<file path="src/rtl/vfpu_eu_pkg.sv">
// Execution unit select definitions for the vector FP issue control
// Unit count, one-hot select type, unit bit positions and mtvr opcode type

package vfpu_eu_pkg;

  //------------------------------------------------------------
  // Execution unit select
  //------------------------------------------------------------

  // Number of execution units behind one pipe
  localparam int EU_WIDTH = 12;

  // One-hot select, one bit per unit
  typedef logic [EU_WIDTH-1:0] eu_sel_t;

  //------------------------------------------------------------
  // Unit bit positions
  //------------------------------------------------------------

  // ALU unit, target of mtvr ops with opcode bit 0, 1 or 4 set
  localparam int EU_BIT_ALU = 0;

  // FMA unit, also drives the early select to the datapath
  localparam int EU_BIT_FMAU = 4;

  // Move unit, target of every other mtvr op
  localparam int EU_BIT_MOV = 7;

  //------------------------------------------------------------
  // Move-to-vector-register opcode
  //------------------------------------------------------------

  // Opcode width as delivered by the integer pipe
  localparam int MTVR_INST_WIDTH = 5;

  // Raw mtvr opcode
  typedef logic [MTVR_INST_WIDTH-1:0] mtvr_inst_t;

endpackage

</file>
<file path="src/rtl/vfpu_pipe_pkg.sv">
// Pipe level bundles for the vector FP issue control
// Issue inputs, datapath pre-valid hints, divide returns and stage valids

package vfpu_pipe_pkg;

  //------------------------------------------------------------
  // Pipeline depth
  //------------------------------------------------------------

  // Instruction valid stages EX1 to EX5
  localparam int STAGE_CNT = 5;

  //------------------------------------------------------------
  // Issue side
  //------------------------------------------------------------

  // One pipe's issue strobes, sampled at the clock edge
  typedef struct packed {
    // Register file issue
    logic                    rf_sel;
    vfpu_eu_pkg::eu_sel_t    rf_eu_sel;
    // Move from an integer pipe
    logic                    mtvr_vld;
    vfpu_eu_pkg::mtvr_inst_t mtvr_inst;
    // Instruction writes a destination
    logic                    dst_vld;
  } issue_t;

  //------------------------------------------------------------
  // Datapath hints
  //------------------------------------------------------------

  // Pre-valids qualified here with the stage before
  typedef struct packed {
    logic ex1_data;
    logic ex2_data;
    logic ex3_data;
    logic ex3_fwd;
    logic ex4_fwd;
  } dp_pre_t;

  // Divide and sqrt results coming back into pipe 6
  typedef struct packed {
    // Divide/sqrt op entering EX2
    logic ex2_dsu;
    // Divide result entering EX2
    logic ex2_divu;
    // Divide/sqrt op entering EX5
    logic ex5_dsu;
  } div_ret_t;

  //------------------------------------------------------------
  // Registered stage valids
  //------------------------------------------------------------

  typedef struct packed {
    // Bit 0 is EX1
    logic [STAGE_CNT-1:0] inst_vld;
    // EX1 to EX3
    logic [2:0]           data_vld;
    // EX3 and EX4
    logic [1:0]           fwd_vld;
    // EX1 and EX2
    logic [1:0]           mfvr_vld;
  } stage_vld_t;

endpackage

</file>
<file path="src/rtl/vfpu_eu_sel.sv">
// Execution unit select for one pipe
// mtvr opcode decode, EX1 select register and early FMA select
`timescale 1ns/1ns

module vfpu_eu_sel (
  input  logic                  ctrl_ex1_pipe6_clk,
  input  logic                  cpurst_b,
  input  logic                  flush,
  input  vfpu_pipe_pkg::issue_t issue,
  input  logic                  ex1_inst_vld,
  output logic                  fmau_sel,
  output vfpu_eu_pkg::eu_sel_t  eu_sel
);

  import vfpu_eu_pkg::*;
  import vfpu_pipe_pkg::*;

  // Unit picked by the mtvr opcode
  eu_sel_t mtvr_eu_sel;
  // Select chosen for the instruction entering EX1
  eu_sel_t issue_eu_sel;
  // Select held for the EX1 instruction
  eu_sel_t ex1_eu_sel_q;
  logic    ex1_entry;

  //------------------------------------------------------------
  // Issue cycle select
  //------------------------------------------------------------

  // Any issue source fills EX1
  assign ex1_entry = issue.rf_sel | issue.mtvr_vld;

  // Integer-side ops with opcode bits 0, 1 or 4 go to the ALU
  // Everything else is a plain move
  assign mtvr_eu_sel = (|issue.mtvr_inst[1:0] | issue.mtvr_inst[4])
                     ? eu_sel_t'(1) << EU_BIT_ALU
                     : eu_sel_t'(1) << EU_BIT_MOV;

  // mtvr wins over register file issue
  assign issue_eu_sel = issue.mtvr_vld ? mtvr_eu_sel : issue.rf_eu_sel;

  // Early FMA select for the datapath, same cycle as issue
  assign fmau_sel = ex1_entry & issue_eu_sel[EU_BIT_FMAU];

  //------------------------------------------------------------
  // EX1 select register
  //------------------------------------------------------------

  always_ff @(posedge ctrl_ex1_pipe6_clk or negedge cpurst_b)
  begin
    if (!cpurst_b)
    begin
      ex1_eu_sel_q <= '0;
    end
    else if (flush)
    begin
      ex1_eu_sel_q <= '0;
    end
    else
    begin
      ex1_eu_sel_q <= issue_eu_sel;
    end
  end

  // Stale select hidden while EX1 is empty
  assign eu_sel = ex1_eu_sel_q & {EU_WIDTH{ex1_inst_vld}};

  //------------------------------------------------------------
  // Checks
  //------------------------------------------------------------

  // A valid EX1 instruction names exactly one unit
  a_eu_sel_onehot: assert property (
    @(posedge ctrl_ex1_pipe6_clk) disable iff (!cpurst_b)
    ex1_inst_vld |-> $onehot(eu_sel)
  );

endmodule

</file>
<file path="src/rtl/vfpu_pipe_ctrl.sv">
// Valid pipeline for one vector FP pipe, EX1 to EX5
// Data, forward and mfvr valids with optional divide return entry
`timescale 1ns/1ns

module vfpu_pipe_ctrl #(
  // Pipe 6 takes divide and sqrt returns, pipe 7 does not
  parameter bit DIV_RETURN_EN = 1'b0
) (
  input  logic                      ctrl_ex1_pipe6_clk,
  input  logic                      cpurst_b,
  input  logic                      flush,
  input  vfpu_pipe_pkg::issue_t     issue,
  input  vfpu_pipe_pkg::dp_pre_t    dp_pre,
  input  vfpu_pipe_pkg::div_ret_t   div_ret,
  output vfpu_pipe_pkg::stage_vld_t vld,
  output vfpu_eu_pkg::eu_sel_t      eu_sel,
  output logic                      fmau_sel
);

  import vfpu_eu_pkg::*;
  import vfpu_pipe_pkg::*;

  // Next state of every stage valid
  stage_vld_t vld_nxt;
  // Instruction entering EX1 this cycle
  logic       ex1_entry;
  // Divide return into EX2 and into EX5
  logic       div_ex2;
  logic       div_ex5;

  //------------------------------------------------------------
  // Issue entry
  //------------------------------------------------------------

  // EX1 fed from register file issue or an mtvr op
  assign ex1_entry = issue.rf_sel | issue.mtvr_vld;

  //------------------------------------------------------------
  // Divide return entry
  //------------------------------------------------------------

  generate
    if (DIV_RETURN_EN)
    begin : g_div_ret
      // Divide/sqrt op or divide result joins at EX2
      assign div_ex2 = div_ret.ex2_dsu | div_ret.ex2_divu;
      // Divide/sqrt op finishing joins at EX5
      assign div_ex5 = div_ret.ex5_dsu;
    end
    else
    begin : g_no_div_ret
      // No divider behind this pipe
      assign div_ex2 = 1'b0;
      assign div_ex5 = 1'b0;
    end
  endgenerate

  //------------------------------------------------------------
  // Next state
  //------------------------------------------------------------

  always_comb
  begin
    vld_nxt = '0;

    // Instruction valid chain
    vld_nxt.inst_vld[0] = ex1_entry;
    for (int i = 1; i < STAGE_CNT; i++)
    begin
      vld_nxt.inst_vld[i] = vld.inst_vld[i-1];
    end
    // Divide returns enter mid pipe without an EX1 slot
    vld_nxt.inst_vld[1] = vld.inst_vld[0] | div_ex2;
    vld_nxt.inst_vld[STAGE_CNT-1] = vld.inst_vld[STAGE_CNT-2] | div_ex5;

    // EX1 data, hint only counts for register file issue
    // mtvr always brings its operand
    vld_nxt.data_vld[0] = (dp_pre.ex1_data & issue.rf_sel) | issue.mtvr_vld;
    // EX2 data, divide returns carry their result
    vld_nxt.data_vld[1] = (dp_pre.ex2_data & vld.inst_vld[0]) | div_ex2;
    // EX3 data
    vld_nxt.data_vld[2] = dp_pre.ex3_data & vld.inst_vld[1];

    // Forward valids at EX3 and EX4
    vld_nxt.fwd_vld[0] = dp_pre.ex3_fwd & vld.inst_vld[1];
    vld_nxt.fwd_vld[1] = dp_pre.ex4_fwd & vld.inst_vld[2];

    // mfvr destination valid, EX1 then EX2
    vld_nxt.mfvr_vld[0] = ex1_entry & issue.dst_vld;
    vld_nxt.mfvr_vld[1] = vld.mfvr_vld[0];
  end

  //------------------------------------------------------------
  // Stage registers
  //------------------------------------------------------------

  // Flush empties every stage ahead of any new entry
  always_ff @(posedge ctrl_ex1_pipe6_clk or negedge cpurst_b)
  begin
    if (!cpurst_b)
    begin
      vld <= '0;
    end
    else if (flush)
    begin
      vld <= '0;
    end
    else
    begin
      vld <= vld_nxt;
    end
  end

  //------------------------------------------------------------
  // Execution unit select
  //------------------------------------------------------------

  vfpu_eu_sel u_eu_sel (
    .ctrl_ex1_pipe6_clk (ctrl_ex1_pipe6_clk),
    .cpurst_b           (cpurst_b),
    .flush              (flush),
    .issue              (issue),
    .ex1_inst_vld       (vld.inst_vld[0]),
    .fmau_sel           (fmau_sel),
    .eu_sel             (eu_sel)
  );

  //------------------------------------------------------------
  // Checks
  //------------------------------------------------------------

  // Forward valid only for an instruction held in EX3
  a_fwd_ex3_has_inst: assert property (
    @(posedge ctrl_ex1_pipe6_clk) disable iff (!cpurst_b)
    vld.fwd_vld[0] |-> vld.inst_vld[2]
  );

  // Forward valid only for an instruction held in EX4
  a_fwd_ex4_has_inst: assert property (
    @(posedge ctrl_ex1_pipe6_clk) disable iff (!cpurst_b)
    vld.fwd_vld[1] |-> vld.inst_vld[3]
  );

  // mfvr destination never without its EX1 instruction
  a_mfvr_ex1_has_inst: assert property (
    @(posedge ctrl_ex1_pipe6_clk) disable iff (!cpurst_b)
    vld.mfvr_vld[0] |-> vld.inst_vld[0]
  );

endmodule

</file>
<file path="src/rtl/vfpu_ctrl.sv">
// Vector FP issue control top
// Pipe 6 with divide returns and pipe 7 without
`timescale 1ns/1ns

module vfpu_ctrl (
  input  logic                      ctrl_ex1_pipe6_clk,
  input  logic                      cpurst_b,
  // Pipeline flush from retire
  input  logic                      flush,

  // Issue into each pipe
  input  vfpu_pipe_pkg::issue_t     pipe6_issue,
  input  vfpu_pipe_pkg::issue_t     pipe7_issue,

  // Datapath pre-valid hints
  input  vfpu_pipe_pkg::dp_pre_t    pipe6_dp_pre,
  input  vfpu_pipe_pkg::dp_pre_t    pipe7_dp_pre,

  // Divide and sqrt returns, pipe 6 only
  input  vfpu_pipe_pkg::div_ret_t   pipe6_div_ret,

  // Registered stage valids
  output vfpu_pipe_pkg::stage_vld_t pipe6_vld,
  output vfpu_pipe_pkg::stage_vld_t pipe7_vld,

  // EX1 unit selects
  output vfpu_eu_pkg::eu_sel_t      pipe6_eu_sel,
  output vfpu_eu_pkg::eu_sel_t      pipe7_eu_sel,

  // Early FMA selects in the issue cycle
  output logic                      pipe6_fmau_sel,
  output logic                      pipe7_fmau_sel
);

  import vfpu_eu_pkg::*;
  import vfpu_pipe_pkg::*;

  //------------------------------------------------------------
  // Pipe 6
  //------------------------------------------------------------

  // Divider results join this pipe at EX2 and EX5
  vfpu_pipe_ctrl #(
    .DIV_RETURN_EN (1'b1)
  ) u_pipe6 (
    .ctrl_ex1_pipe6_clk (ctrl_ex1_pipe6_clk),
    .cpurst_b           (cpurst_b),
    .flush              (flush),
    .issue              (pipe6_issue),
    .dp_pre             (pipe6_dp_pre),
    .div_ret            (pipe6_div_ret),
    .vld                (pipe6_vld),
    .eu_sel             (pipe6_eu_sel),
    .fmau_sel           (pipe6_fmau_sel)
  );

  //------------------------------------------------------------
  // Pipe 7
  //------------------------------------------------------------

  // No divider, return port stays open
  vfpu_pipe_ctrl #(
    .DIV_RETURN_EN (1'b0)
  ) u_pipe7 (
    .ctrl_ex1_pipe6_clk (ctrl_ex1_pipe6_clk),
    .cpurst_b           (cpurst_b),
    .flush              (flush),
    .issue              (pipe7_issue),
    .dp_pre             (pipe7_dp_pre),
    .div_ret            (),
    .vld                (pipe7_vld),
    .eu_sel             (pipe7_eu_sel),
    .fmau_sel           (pipe7_fmau_sel)
  );

endmodule

</file>
<file path="config.mk">
export PLATFORM = sky130hd
export DESIGN_NAME = vfpu_ctrl
export DESIGN_NICKNAME = d
export VERILOG_FILES = /design/src/rtl/vfpu_eu_pkg.sv /design/src/rtl/vfpu_pipe_pkg.sv /design/src/rtl/vfpu_eu_sel.sv /design/src/rtl/vfpu_pipe_ctrl.sv /design/src/rtl/vfpu_ctrl.sv
export SDC_FILE = /design/constraint.sdc
export NUM_CORES = 1
export LEC_CHECK = 0
export ABC_AREA = 1
export BUFFER_PORTS_ARGS = -buffer_cell sky130_fd_sc_hd__buf_2
export CAP_MARGIN = 20
export CORE_UTILIZATION = 44
export CTS_CLUSTER_SIZE = 8
export DETAILED_ROUTE_END_ITERATION = 10
export PLACE_DENSITY = 0.79
export SETUP_SLACK_MARGIN = 0.3
export SLEW_MARGIN = 20
export SYNTH_ARGS = -nofsm -noshare
export SYNTH_HDL_FRONTEND = slang
export SYNTH_SLANG_ARGS = --single-unit
</file>
<file path="constraint.sdc">
create_clock -name ctrl_ex1_pipe6_clk -period 1 [get_ports ctrl_ex1_pipe6_clk]
set_input_delay 0.2 -clock ctrl_ex1_pipe6_clk [delete_from_list [all_inputs] [get_ports ctrl_ex1_pipe6_clk]]
set_output_delay 0.2 -clock ctrl_ex1_pipe6_clk [all_outputs]
set_load 0.005 [all_outputs]
</file>
==> impl_metrics.json, run 1 <==
{
  "synth.top_cells.by_count": "nand2_1 (59), nor2_1 (50), dfrtp_1 (48), inv_1 (41), buf_2 (5)",
  "seq_area_frac_synth_pct": 62.1,
  "syn-cell-area_um2": 1940,
  "post-route-min-period_ns": 1.29,
  "grt_usage_pct": 19.5,
  "wire_per_inst_um": 12.0,
  "antenna_found_initial": 0,
  "numCtsBuffers": 5,
  "drt_first_pass_iters": 4,
  "maxSlewViolCount": 0,
  "synth-xor-area-share_pct": 0,
  "maxSlewHeadroom_pct": 82.1,
  "synth_top_family_by_area": "simple AND/OR/NAND/NOR gates",
  "synth_top_area_share_pct": 62.1,
  "antenna_cells": 0,
  "rsz0062_at_grt": "true",
  "cts.sinks": 48,
  "grt_pass1_vias": 1561,
  "grt_max_degree": 49,
  "reg2reg_slack_ns": 0.11,
  "synth.area.top_cells": "dfrtp_1 (62%), nand2_1 (11%), nor2_1 (9.7%)",
  "via_count": 1824,
  "final.setup_skew_ns": 0.00231,
  "gr-total-overflow": 0,
  "die_w_um": 68.3,
  "ant_nets": 0,
  "avgSynthCellArea_um2": 8.60,
  "cts_root_buf": "clkbuf_8",
  "worst_ir_drop_vdd_mv": 0.949,
  "drcViolationCount": 0,
  "failed_checks": "negative setup slack",
  "synth_simple_gate_area_share_pct": 23.5,
  "yosys_most_used_dff": "dfrtp_1",
  "worstHoldStart": "pipe7_issue[17]",
  "clk_latency_ns": 0.29,
  "syn_nets": 281,
  "cts_tree": "built",
  "synth_cell_types": 14,
  "r2r_start": "u_pipe7.vld[7]$_DFF_PN0_",
  "syn2layout_area_growth_pct": 62.3,
  "power_density_nw_per_um2": 1240,
  "final_util_pct": 76.3,
  "synth_edf_count": 0,
  "setup_viol": 33,
  "run_status": "finished, violations left",
  "reg2reg_to": "u_pipe7.vld[5]$_DFF_PN0_",
  "hold_end": "u_pipe7.u_eu_sel.ex1_eu_sel_q[10]$_DFF_PN0_",
  "max_freq_ghz": 0.776,
  "ys_ff_latch": 48,
  "gp_congestion": 0.678,
  "max-clock-path-buffers": 2,
  "async_flop_share_pct": 100,
  "io-pin-count": 106,
  "clk_pin_slew_worst_paths_ns": 0.08,
  "htreeDepth": 2,
  "postSynthCellCount": 225,
  "reg2regPathDepth": 4,
  "wl_um": 4850,
  "drv_cap": 0,
  "yosys_warnings": 0,
  "crit_path_end_kind": "output port",
  "viasPerCell": 4.50,
  "cp-start-kind": "flop",
  "yosysMostFrequentCell": "nand2_1",
  "crit_type": "flop to output port",
  "final_hold_viol_count": 0,
  "drtIter0Drc": 100,
  "worstHoldPathCells": 3,
  "dp_hpwl_um": 2820,
  "cp_max_fo": 5,
  "setup_slack_ns": -0.289,
  "drive_gt1_share_pct": 58.3,
  "max_slew.worst_pin.slew_ns": 0.268,
  "core_area_um2": 4120,
  "totalPowerFinal_mw": 3.89,
  "synth_fa_ha_area_share_pct": 0,
  "dieArea_um2": 4670,
  "nets": 410,
  "std_cell_rows": 23,
  "crit_arrival_ns": 1.09,
  "synth.largest_area_cell": "dfrtp_1",
  "grt_pass1_wl_um": 6690,
  "synth_mux_area_share_pct": 0,
  "hold_class": "input port to flop",
  "cp.required_ns": 0.80,
  "synth_compound_area_share_pct": 1.94,
  "p_leak_nw": 1.92,
  "die-height_um": 68.3,
  "start_util_pct": 47.0,
  "portBuffers": 101,
  "timing.final.crit_share_pct": 129
}
-- per-stage QoR --
stage               area [um^2]  hold slack (ns)  cells  setup WS (ns)  TNS [ns]
finish                     3140            0.116    405         -0.289     -6.74
global route               3140            0.110    405         -0.322     -8.20
CTS                        2770            0.108    393         -0.263     -6.54
detailed placement         2490            0.203    371        -0.0805     -1.20
global placement           2490            0.200    371        -0.0591     -1.04
floorplan                  1950          -0.0956    225          0.161         0
-- flip-flops by register name, indices dropped and copies added, names as in the netlist --
| register | flops |
|---|---|
| u_pipe6.u_eu_sel.ex1_eu_sel_q | 12 |
| u_pipe6.vld | 12 |
| u_pipe7.vld | 12 |
| u_pipe7.u_eu_sel.ex1_eu_sel_q | 12 |
-- metal layers --
metal	global-route usage (%)	vias to the layer above	wire, um
met4	7.55	0	68
met1	20.9	855	1790
li1	-	896	-
met2	36.5	66	2740
met5	0	-	0
met3	4.50	7	257
-- repair_timing --
item / CTS / global route
pin swaps: 4 / 6
gates resized for setup: 28 / 89
gates cloned: 0 / 1
setup buffers: 13 / 11
hold buffers: 1 / 0
endpoints found under the setup margin: 54 / 110
endpoints found under the hold margin: 48 / 0
-- worst max path at each step --
stage                                  start               end  slack [ns]  cells past startpoint
finish              u_pipe6.vld[7]$_DFF_PN0_   pipe6_eu_sel[2]       -0.29                      4
global placement    u_pipe7.vld[7]$_DFF_PN0_   pipe7_eu_sel[0]       -0.06                      3
global route        u_pipe6.vld[7]$_DFF_PN0_   pipe6_eu_sel[8]       -0.32                      4
floorplan           u_pipe6.vld[7]$_DFF_PN0_  pipe6_eu_sel[10]        0.16                      3
CTS                 u_pipe7.vld[7]$_DFF_PN0_   pipe7_eu_sel[9]       -0.26                      4
detailed placement  u_pipe7.vld[7]$_DFF_PN0_   pipe7_eu_sel[2]       -0.08                      3
-- cells by family (layout without fill, tap and decap cells) --
logic type | Yosys count | count (layout)
flip-flops | 48 | 48
AO/OA/AOI/OAI | 6 | 6
AND/OR/NAND/NOR | 117 | 117
buffers and inverters | 54 | 184
-- layout by cell type (no fill, tap or decap) --
cell type / synthesis / routed
nand2_1: 59 / 29
buf_2: 5 / 87
clkbuf_1: 0 / 2
nor2_4: 0 / 3
buf_8: 0 / 1
a21oi_2: 2 / 4
nand3_1: 4 / 3
clkinv_8: 0 / 1
nor2_1: 50 / 41
nand3_2: 0 / 1
nand2_2: 0 / 24
buf_6: 3 / 25
clkbuf_8: 0 / 6
inv_4: 0 / 1
nor2_2: 0 / 6
nor3_2: 0 / 2
nand2_4: 0 / 6
clkbuf_16: 0 / 1
nor3b_1: 2 / 2
dlygate4sd3_1: 0 / 1
inv_2: 2 / 19
buf_4: 3 / 14
dfrtp_2: 0 / 2
o21ai_0: 2 / 2
buf_12: 0 / 4
inv_1: 41 / 22
dfrtp_1: 48 / 46
-- layout make-up --
cell class | count | area [um^2]
Fill cell | 292 | 973
Clock buffer | 8 | 90.1
Multi-Input combinational cell | 123 | 657
Sequential cell | 48 | 1200
Inverter | 43 | 176
Tap cell | 50 | 62.6
Timing Repair Buffer | 133 | 952
-- worst max-delay path: stages, from the launching register on --
cell     delay (ns)
dfrtp_2        0.44
buf_6          0.14
nand2_2        0.06
inv_1          0.04
buf_2          0.12
-- power by group --
group | leakage, nW | switching [mW] | internal, mW
registers | 0.635 | 0.0397 | 2.02
logic | 1.24 | 0.324 | 0.347
clock network | 0.0455 | 0.595 | 0.565
total | 1.92 | 0.959 | 2.93
No activity file was read; power rests on OpenSTA's default activity.
==> run 2: changes to the inputs <==
Settings changed: REMOVE_ABC_BUFFERS set to 1.
==> run 2 against run 1 <==
Effect of this change:
- the flow still finishes with violations (negative setup slack)
- first-iteration DRC count decreased by 24%
- via count shrank 1.6%
- cell count shrank 0.49%
- register-to-register slack lost 0.14 ns
- worst setup slack worse by 0.0081 ns
- critical endpoint is now pipe7_eu_sel[6]
==> impl_metrics.json, run 2 (synthesized netlist as in run 1, its figures left out) <==
{
  "gr-total-overflow": 0,
  "final.setup_skew_ns": 0.00605,
  "drive_gt1_share_pct": 58.1,
  "antenna_found_initial": 0,
  "internal_power_mw": 3.10,
  "setup_slack_ns": -0.297,
  "rsz0062_at_grt": "true",
  "failed_checks": "negative setup slack",
  "power_density_nw_per_um2": 1340,
  "cts.sinks": 48,
  "clockPowerShare_pct": 34.5,
  "fin_cells": 403,
  "core_area_um2": 4120,
  "hold_end": "u_pipe7.vld[6]$_DFF_PN0_",
  "grt_pass1_vias": 1585,
  "start_util_pct": 47.0,
  "worst_ir_drop_vdd_mv": 0.729,
  "crit_path_end_kind": "output port",
  "die_w_um": 68.3,
  "pwr-share-comb_pct": 15.6,
  "reg2reg_to": "u_pipe6.vld[5]$_DFF_PN0_",
  "numCtsBuffers": 5,
  "final_cell_area_um2": 3090,
  "max-clock-path-buffers": 2,
  "mostFrequentLayoutCell": "buf_2",
  "p_leak_nw": 1.90,
  "gp_congestion": 0.661,
  "cp_common_cell": "buf_6",
  "reg2reg_slack_ns": -0.03,
  "final_util_pct": 75.0,
  "nets": 408,
  "cp.required_ns": 0.80,
  "drtIter0Drc": 76,
  "final_cell_mix": "buf_2 (85), nor2_1 (47), dfrtp_1 (47)",
  "critPathMaxStageDelay_ns": 0.41,
  "wl_um": 4800,
  "ant_nets": 0,
  "portBuffers": 101,
  "via_count": 1795,
  "crit_type": "flop to output port",
  "drv_cap": 0,
  "io-pin-count": 106,
  "antenna_cells": 0,
  "swShare_pct": 24.8,
  "drt_first_pass_iters": 5,
  "final_hold_viol_count": 0,
  "cp_max_fo": 8,
  "critPathSlowestCell": "dfrtp_1",
  "maxSlewViolCount": 0,
  "worstHoldStart": "pipe7_dp_pre[2]",
  "setup_tns_ns": -7.19,
  "timing.final.crit_share_pct": 130,
  "grt_usage_pct": 19.8,
  "switchingPower_mw": 1.02,
  "run_status": "finished, violations left",
  "drcViolationCount": 0,
  "post-route-min-period_ns": 1.30,
  "die-height_um": 68.3,
  "whs_ns": 0.0892,
  "cts_tree": "built",
  "critical_path.top_delay_family": "flip-flops",
  "dp_hpwl_um": 2920,
  "worst-path-buf-inv": 3,
  "hold_class": "input port to flop",
  "cts_root_buf": "clkbuf_8",
  "dp.cells": 374,
  "viasPerCell": 4.45,
  "maxSlewHeadroom_pct": 82.5,
  "num-fill-cells": 302,
  "cp_cell_sequence": "buf_6 > nand2_2 > inv_2 > buf_6",
  "p_seq_share_pct": 50.0,
  "wire_per_inst_um": 11.9,
  "syn2layout_area_growth_pct": 59.5,
  "max_slew.worst_pin.slew_ns": 0.261,
  "cp-start-kind": "flop",
  "clk_pin_slew_worst_paths_ns": 0.09,
  "dpl_cell_area_um2": 2500,
  "crit_arrival_ns": 1.10,
  "htreeDepth": 2,
  "worstHoldPathCells": 3,
  "r2r_start": "u_pipe6.vld[7]$_DFF_PN0_",
  "grt_pass1_wl_um": 6620,
  "setup_viol": 38,
  "max_freq_ghz": 0.771,
  "clk_latency_ns": 0.30,
  "dieArea_um2": 4670,
  "std_cell_rows": 23,
  "grt_max_degree": 49,
  "reg2regPathDepth": 5
}
-- run 2: cell count changes in the layout (fill, tap and decap cells not counted), moves of 2 or more --
cell and change:
nand2_1 -2, clkbuf_1 -2, inv_2 +6, nor2_2 -4
nor2_1 +6, buf_12 -3, inv_1 -5, nand2_4 +2
buf_2 -2, buf_6 +3, nor2_4 -2
-- run 2: per-stage QoR --
stage / power [mW] / setup slack (ns)
finish: 4.12 / -0.297
detailed placement: 2.54 / -0.108
CTS: 4.06 / -0.278
global route: 4.32 / -0.342
floorplan: 2.23 / 0.130
global placement: 2.52 / -0.0726
-- run 2: worst max path at each step --
stage,startpoint,endpoint,slack [ns],depth (start not counted)
6_report,u_pipe7.vld[7]$_DFF_PN0_,pipe7_eu_sel[6],-0.30,4
5_1_grt,u_pipe7.vld[7]$_DFF_PN0_,pipe7_eu_sel[6],-0.34,4
4_1_cts,u_pipe6.vld[7]$_DFF_PN0_,pipe6_eu_sel[7],-0.28,4
3_5_place_dp,u_pipe6.vld[7]$_DFF_PN0_,pipe6_eu_sel[7],-0.11,3
3_3_place_gp,u_pipe6.vld[7]$_DFF_PN0_,pipe6_eu_sel[11],-0.07,3
2_1_floorplan,u_pipe7.vld[7]$_DFF_PN0_,pipe7_eu_sel[0],0.13,2
-- run 2: what timing repair did --
| action | CTS | global route |
|---|---|---|
| resized for setup | 50 | 58 |
| buffers inserted | 13 | 7 |
| endpoints found under the setup margin | 54 | 64 |
| pin swaps | 2 | 15 |
| endpoints found under the hold margin | 48 | 0 |
| hold buffers | 1 | 0 |
-- run 2: per-layer routing --
layer | up-vias | GRT usage (%) | wire [um]
met5 | - | 0 | 0
met4 | 0 | 6.77 | 42
met3 | 4 | 7.00 | 297
met2 | 61 | 36.8 | 2720
met1 | 838 | 20.3 | 1740
li1 | 892 | - | -
-- run 2: power by group through the flow --
stage	logic, mW	registers (mW)	clock network [mW]
3_5_place_dp	0.439	2.10	0
3_3_place_gp	0.426	2.09	0
4_1_cts	0.556	2.05	1.45
2_1_floorplan	0.129	2.10	0
6_report	0.641	2.06	1.42
5_1_grt	0.712	2.07	1.54
-- run 2: layout make-up --
type | instances | area [um^2] | area share [%]
repair buffers | 131 | 906 | 29.3
clock buffers | 5 | 68.8 | 2.23
well taps | 50 | 62.6 | 2.03
clock inverters | 3 | 46.3 | 1.50
flip-flops and latches | 48 | 1200 | 39.0
multi-input cells | 123 | 637 | 20.6
inverters | 43 | 164 | 5.31
-- run 2: tightest hold or removal path: stages --
cell and delay (ns):
buf_2 0.10, nand2_2 0.04, nor2_1 0.03
==> run 3: changes to the inputs <==
Settings changed: ABC_AREA 1 to 0, CORE_UTILIZATION 44 to 42, PLACE_DENSITY 0.79 to 0.78.
==> run 3 against run 2 <==
Effect of this change:
- the flow still finishes with violations (negative setup slack)
- core utilization decreased by 4.5 points
- wire length decreased by 15%
- via count decreased by 21%
- combinational power decreased by 20%
- sequential power about the same
- power decreased by 9.8%
- synthesized area decreased by 8.7%
- highest routed layer unchanged
==> impl_metrics.json, run 3 <==
{
  "grt_pass1_wl_um": 5550,
  "avgSynthCellArea_um2": 12.4,
  "nets": 322,
  "final_cell_mix": "buf_2 (83), dfrtp_1 (46), and2_1 (37)",
  "viasPerCell": 4.49,
  "portBuffers": 101,
  "crit_arrival_ns": 1.11,
  "cp.required_ns": 0.80,
  "cts.sinks": 48,
  "drcViolationCount": 0,
  "gr-total-overflow": 0,
  "cts_tree": "built",
  "cp-start-kind": "flop",
  "io-pin-count": 106,
  "synth_top_area_share_pct": 67.9,
  "synth.largest_area_cell": "dfrtp_1",
  "wl_um": 4090,
  "run_status": "finished, violations left",
  "whs_ns": 0.104,
  "async_flop_share_pct": 100,
  "critPathSlowestCell": "dfrtp_2",
  "antenna_cells": 0,
  "max_slew.worst_pin.slew_ns": 0.253,
  "critical_path.top_delay_family": "flip-flops",
  "fin_cells": 317,
  "drive_gt1_share_pct": 58.8,
  "synth_cell_types": 17,
  "rsz0062_at_grt": "true",
  "setup_slack_ns": -0.313,
  "antenna_found_initial": 0,
  "via_count": 1424,
  "cts_root_buf": "clkbuf_8",
  "drv_cap": 0,
  "cp_cell_sequence": "buf_6 > and2_4 > buf_6",
  "max_freq_ghz": 0.762,
  "setup_viol": 31,
  "numCtsBuffers": 5,
  "clk_pin_slew_worst_paths_ns": 0.08,
  "timing.final.crit_share_pct": 131,
  "ant_nets": 0,
  "maxSlewHeadroom_pct": 83.0,
  "post-route-min-period_ns": 1.31,
  "syn-cell-area_um2": 1770,
  "start_util_pct": 43.9,
  "dpl_cell_area_um2": 2400,
  "hold_class": "input port to flop",
  "drt_first_pass_iters": 2,
  "power_density_nw_per_um2": 1310,
  "yosys_most_used_dff": "dfrtp_1",
  "cp_common_cell": "buf_6",
  "crit_path_end_kind": "output port",
  "grt_max_degree": 34,
  "crit_type": "flop to output port",
  "clk_latency_ns": 0.30,
  "yosysMostFrequentCell": "and2_1",
  "worst-path-buf-inv": 2,
  "std_cell_rows": 23,
  "final_cell_area_um2": 2840,
  "htreeDepth": 2,
  "dp_hpwl_um": 2840,
  "final.setup_skew_ns": 0.00338,
  "cp_max_fo": 7,
  "grt_usage_pct": 17.4,
  "die_w_um": 66.9,
  "critPathMaxStageDelay_ns": 0.44,
  "grt_pass1_vias": 1239,
  "num-fill-cells": 300,
  "max-clock-path-buffers": 2,
  "seq_area_frac_synth_pct": 67.9,
  "die-height_um": 66.9,
  "ys_ff_latch": 48,
  "failed_checks": "negative setup slack",
  "postSynthCellCount": 143,
  "drtIter0Drc": 68,
  "final_hold_viol_count": 0,
  "synth_edf_count": 0,
  "synth.top_cells.by_count": "and2_1 (51), dfrtp_1 (48), nor2_1 (13), nor2b_1 (8), a21oi_1 (4)",
  "core_area_um2": 4030,
  "gp_congestion": 0.767,
  "yosys_warnings": 0,
  "dieArea_um2": 4470,
  "p_leak_nw": 1.57,
  "synth.area.top_cells": "dfrtp_1 (68%), and2_1 (18%), nor2b_1 (2.8%)",
  "worst_ir_drop_vdd_mv": 0.677,
  "syn2layout_area_growth_pct": 60.6,
  "maxSlewViolCount": 0,
  "wire_per_inst_um": 12.9,
  "mostFrequentLayoutCell": "buf_2",
  "dp.cells": 297
}
run 3: worst register-to-register path: stages, from the launching register on:
cell and delay, ns:
dfrtp_2 0.44, buf_6 0.14, a211oi_1 0.25, nor2_1 0.07
run 3: logic make-up after synthesis:
group	Yosys count	share of synthesized area, %
DFF	48	67.9
AOI/OAI and AO/OA	7	2.69
buffers and inverters	7	2.05
and+or+nand+nor	81	27.3
run 3: layout make-up:
cell class	count	area [um^2]	share of cell area [%]
multi-input cells	88	636	22.4
inverters	1	3.75	0.132
well taps	50	62.6	2.20
clock inverters	2	10.0	0.353
clock buffers	6	82.6	2.91
repair buffers	122	841	29.6
flip-flops and latches	48	1200	42.4
run 3: repair_timing:
item,in CTS,in global routing
hold endpoints to repair,48,0
setup endpoints to repair,64,72
gates cloned,0,1
buffers inserted,5,5
pin swaps,12,4
resized for setup,23,45
hold buffers,1,0
run 3: final timing paths:
| path | from | to | slack, ns | cells after the start |
|---|---|---|---|---|
| setup / recovery | u_pipe6.vld[7]$_DFF_PN0_ | pipe6_eu_sel[8] | -0.31 | 3 |
| setup reg to reg | u_pipe6.vld[7]$_DFF_PN0_ | u_pipe6.vld[5]$_DFF_PN0_ | -0.01 | 3 |
| hold reg to reg | u_pipe7.vld[0]$_DFF_PN0_ | u_pipe7.vld[1]$_DFF_PN0_ | 0.48 | 1 |
| max in group asynchronous | cpurst_b | u_pipe7.vld[7]$_DFF_PN0_ | 0.38 | 3 |
| hold / removal | pipe6_issue[15] | u_pipe6.u_eu_sel.ex1_eu_sel_q[8]$_DFF_PN0_ | 0.10 | 2 |
| min in group asynchronous | cpurst_b | u_pipe7.u_eu_sel.ex1_eu_sel_q[5]$_DFF_PN0_ | 0.40 | 3 |
run 3: power breakdown:
part | internal [mW] | switching (mW) | leakage, nW
registers | 2.02 | 0.0322 | 0.635
clock network | 0.552 | 0.604 | 0.0510
logic | 0.304 | 0.209 | 0.883
run 3: stage by stage:
stage          total power [mW]  setup TNS, ns  utilization (%)  worst slack [ns]
2_1_floorplan              2.19              0                -            0.0183
3_3_place_gp               2.47         -0.614             59.5           -0.0867
3_5_place_dp               2.48         -0.895             59.5            -0.114
4_1_cts                    3.69          -7.23             65.2            -0.296
5_1_grt                    3.89          -8.76             70.5            -0.343
6_report                   3.72          -7.22             70.5            -0.313
run 3: layer usage:
| metal | up-vias | share of wire, % | global-route usage [%] |
|---|---|---|---|
| met5 | - | 0 | 0 |
| met4 | 0 | 1.4 | 7.18 |
| met3 | 6 | 6.2 | 5.31 |
| met2 | 58 | 54 | 31.1 |
| met1 | 673 | 39 | 18.8 |
| li1 | 687 | - | - |
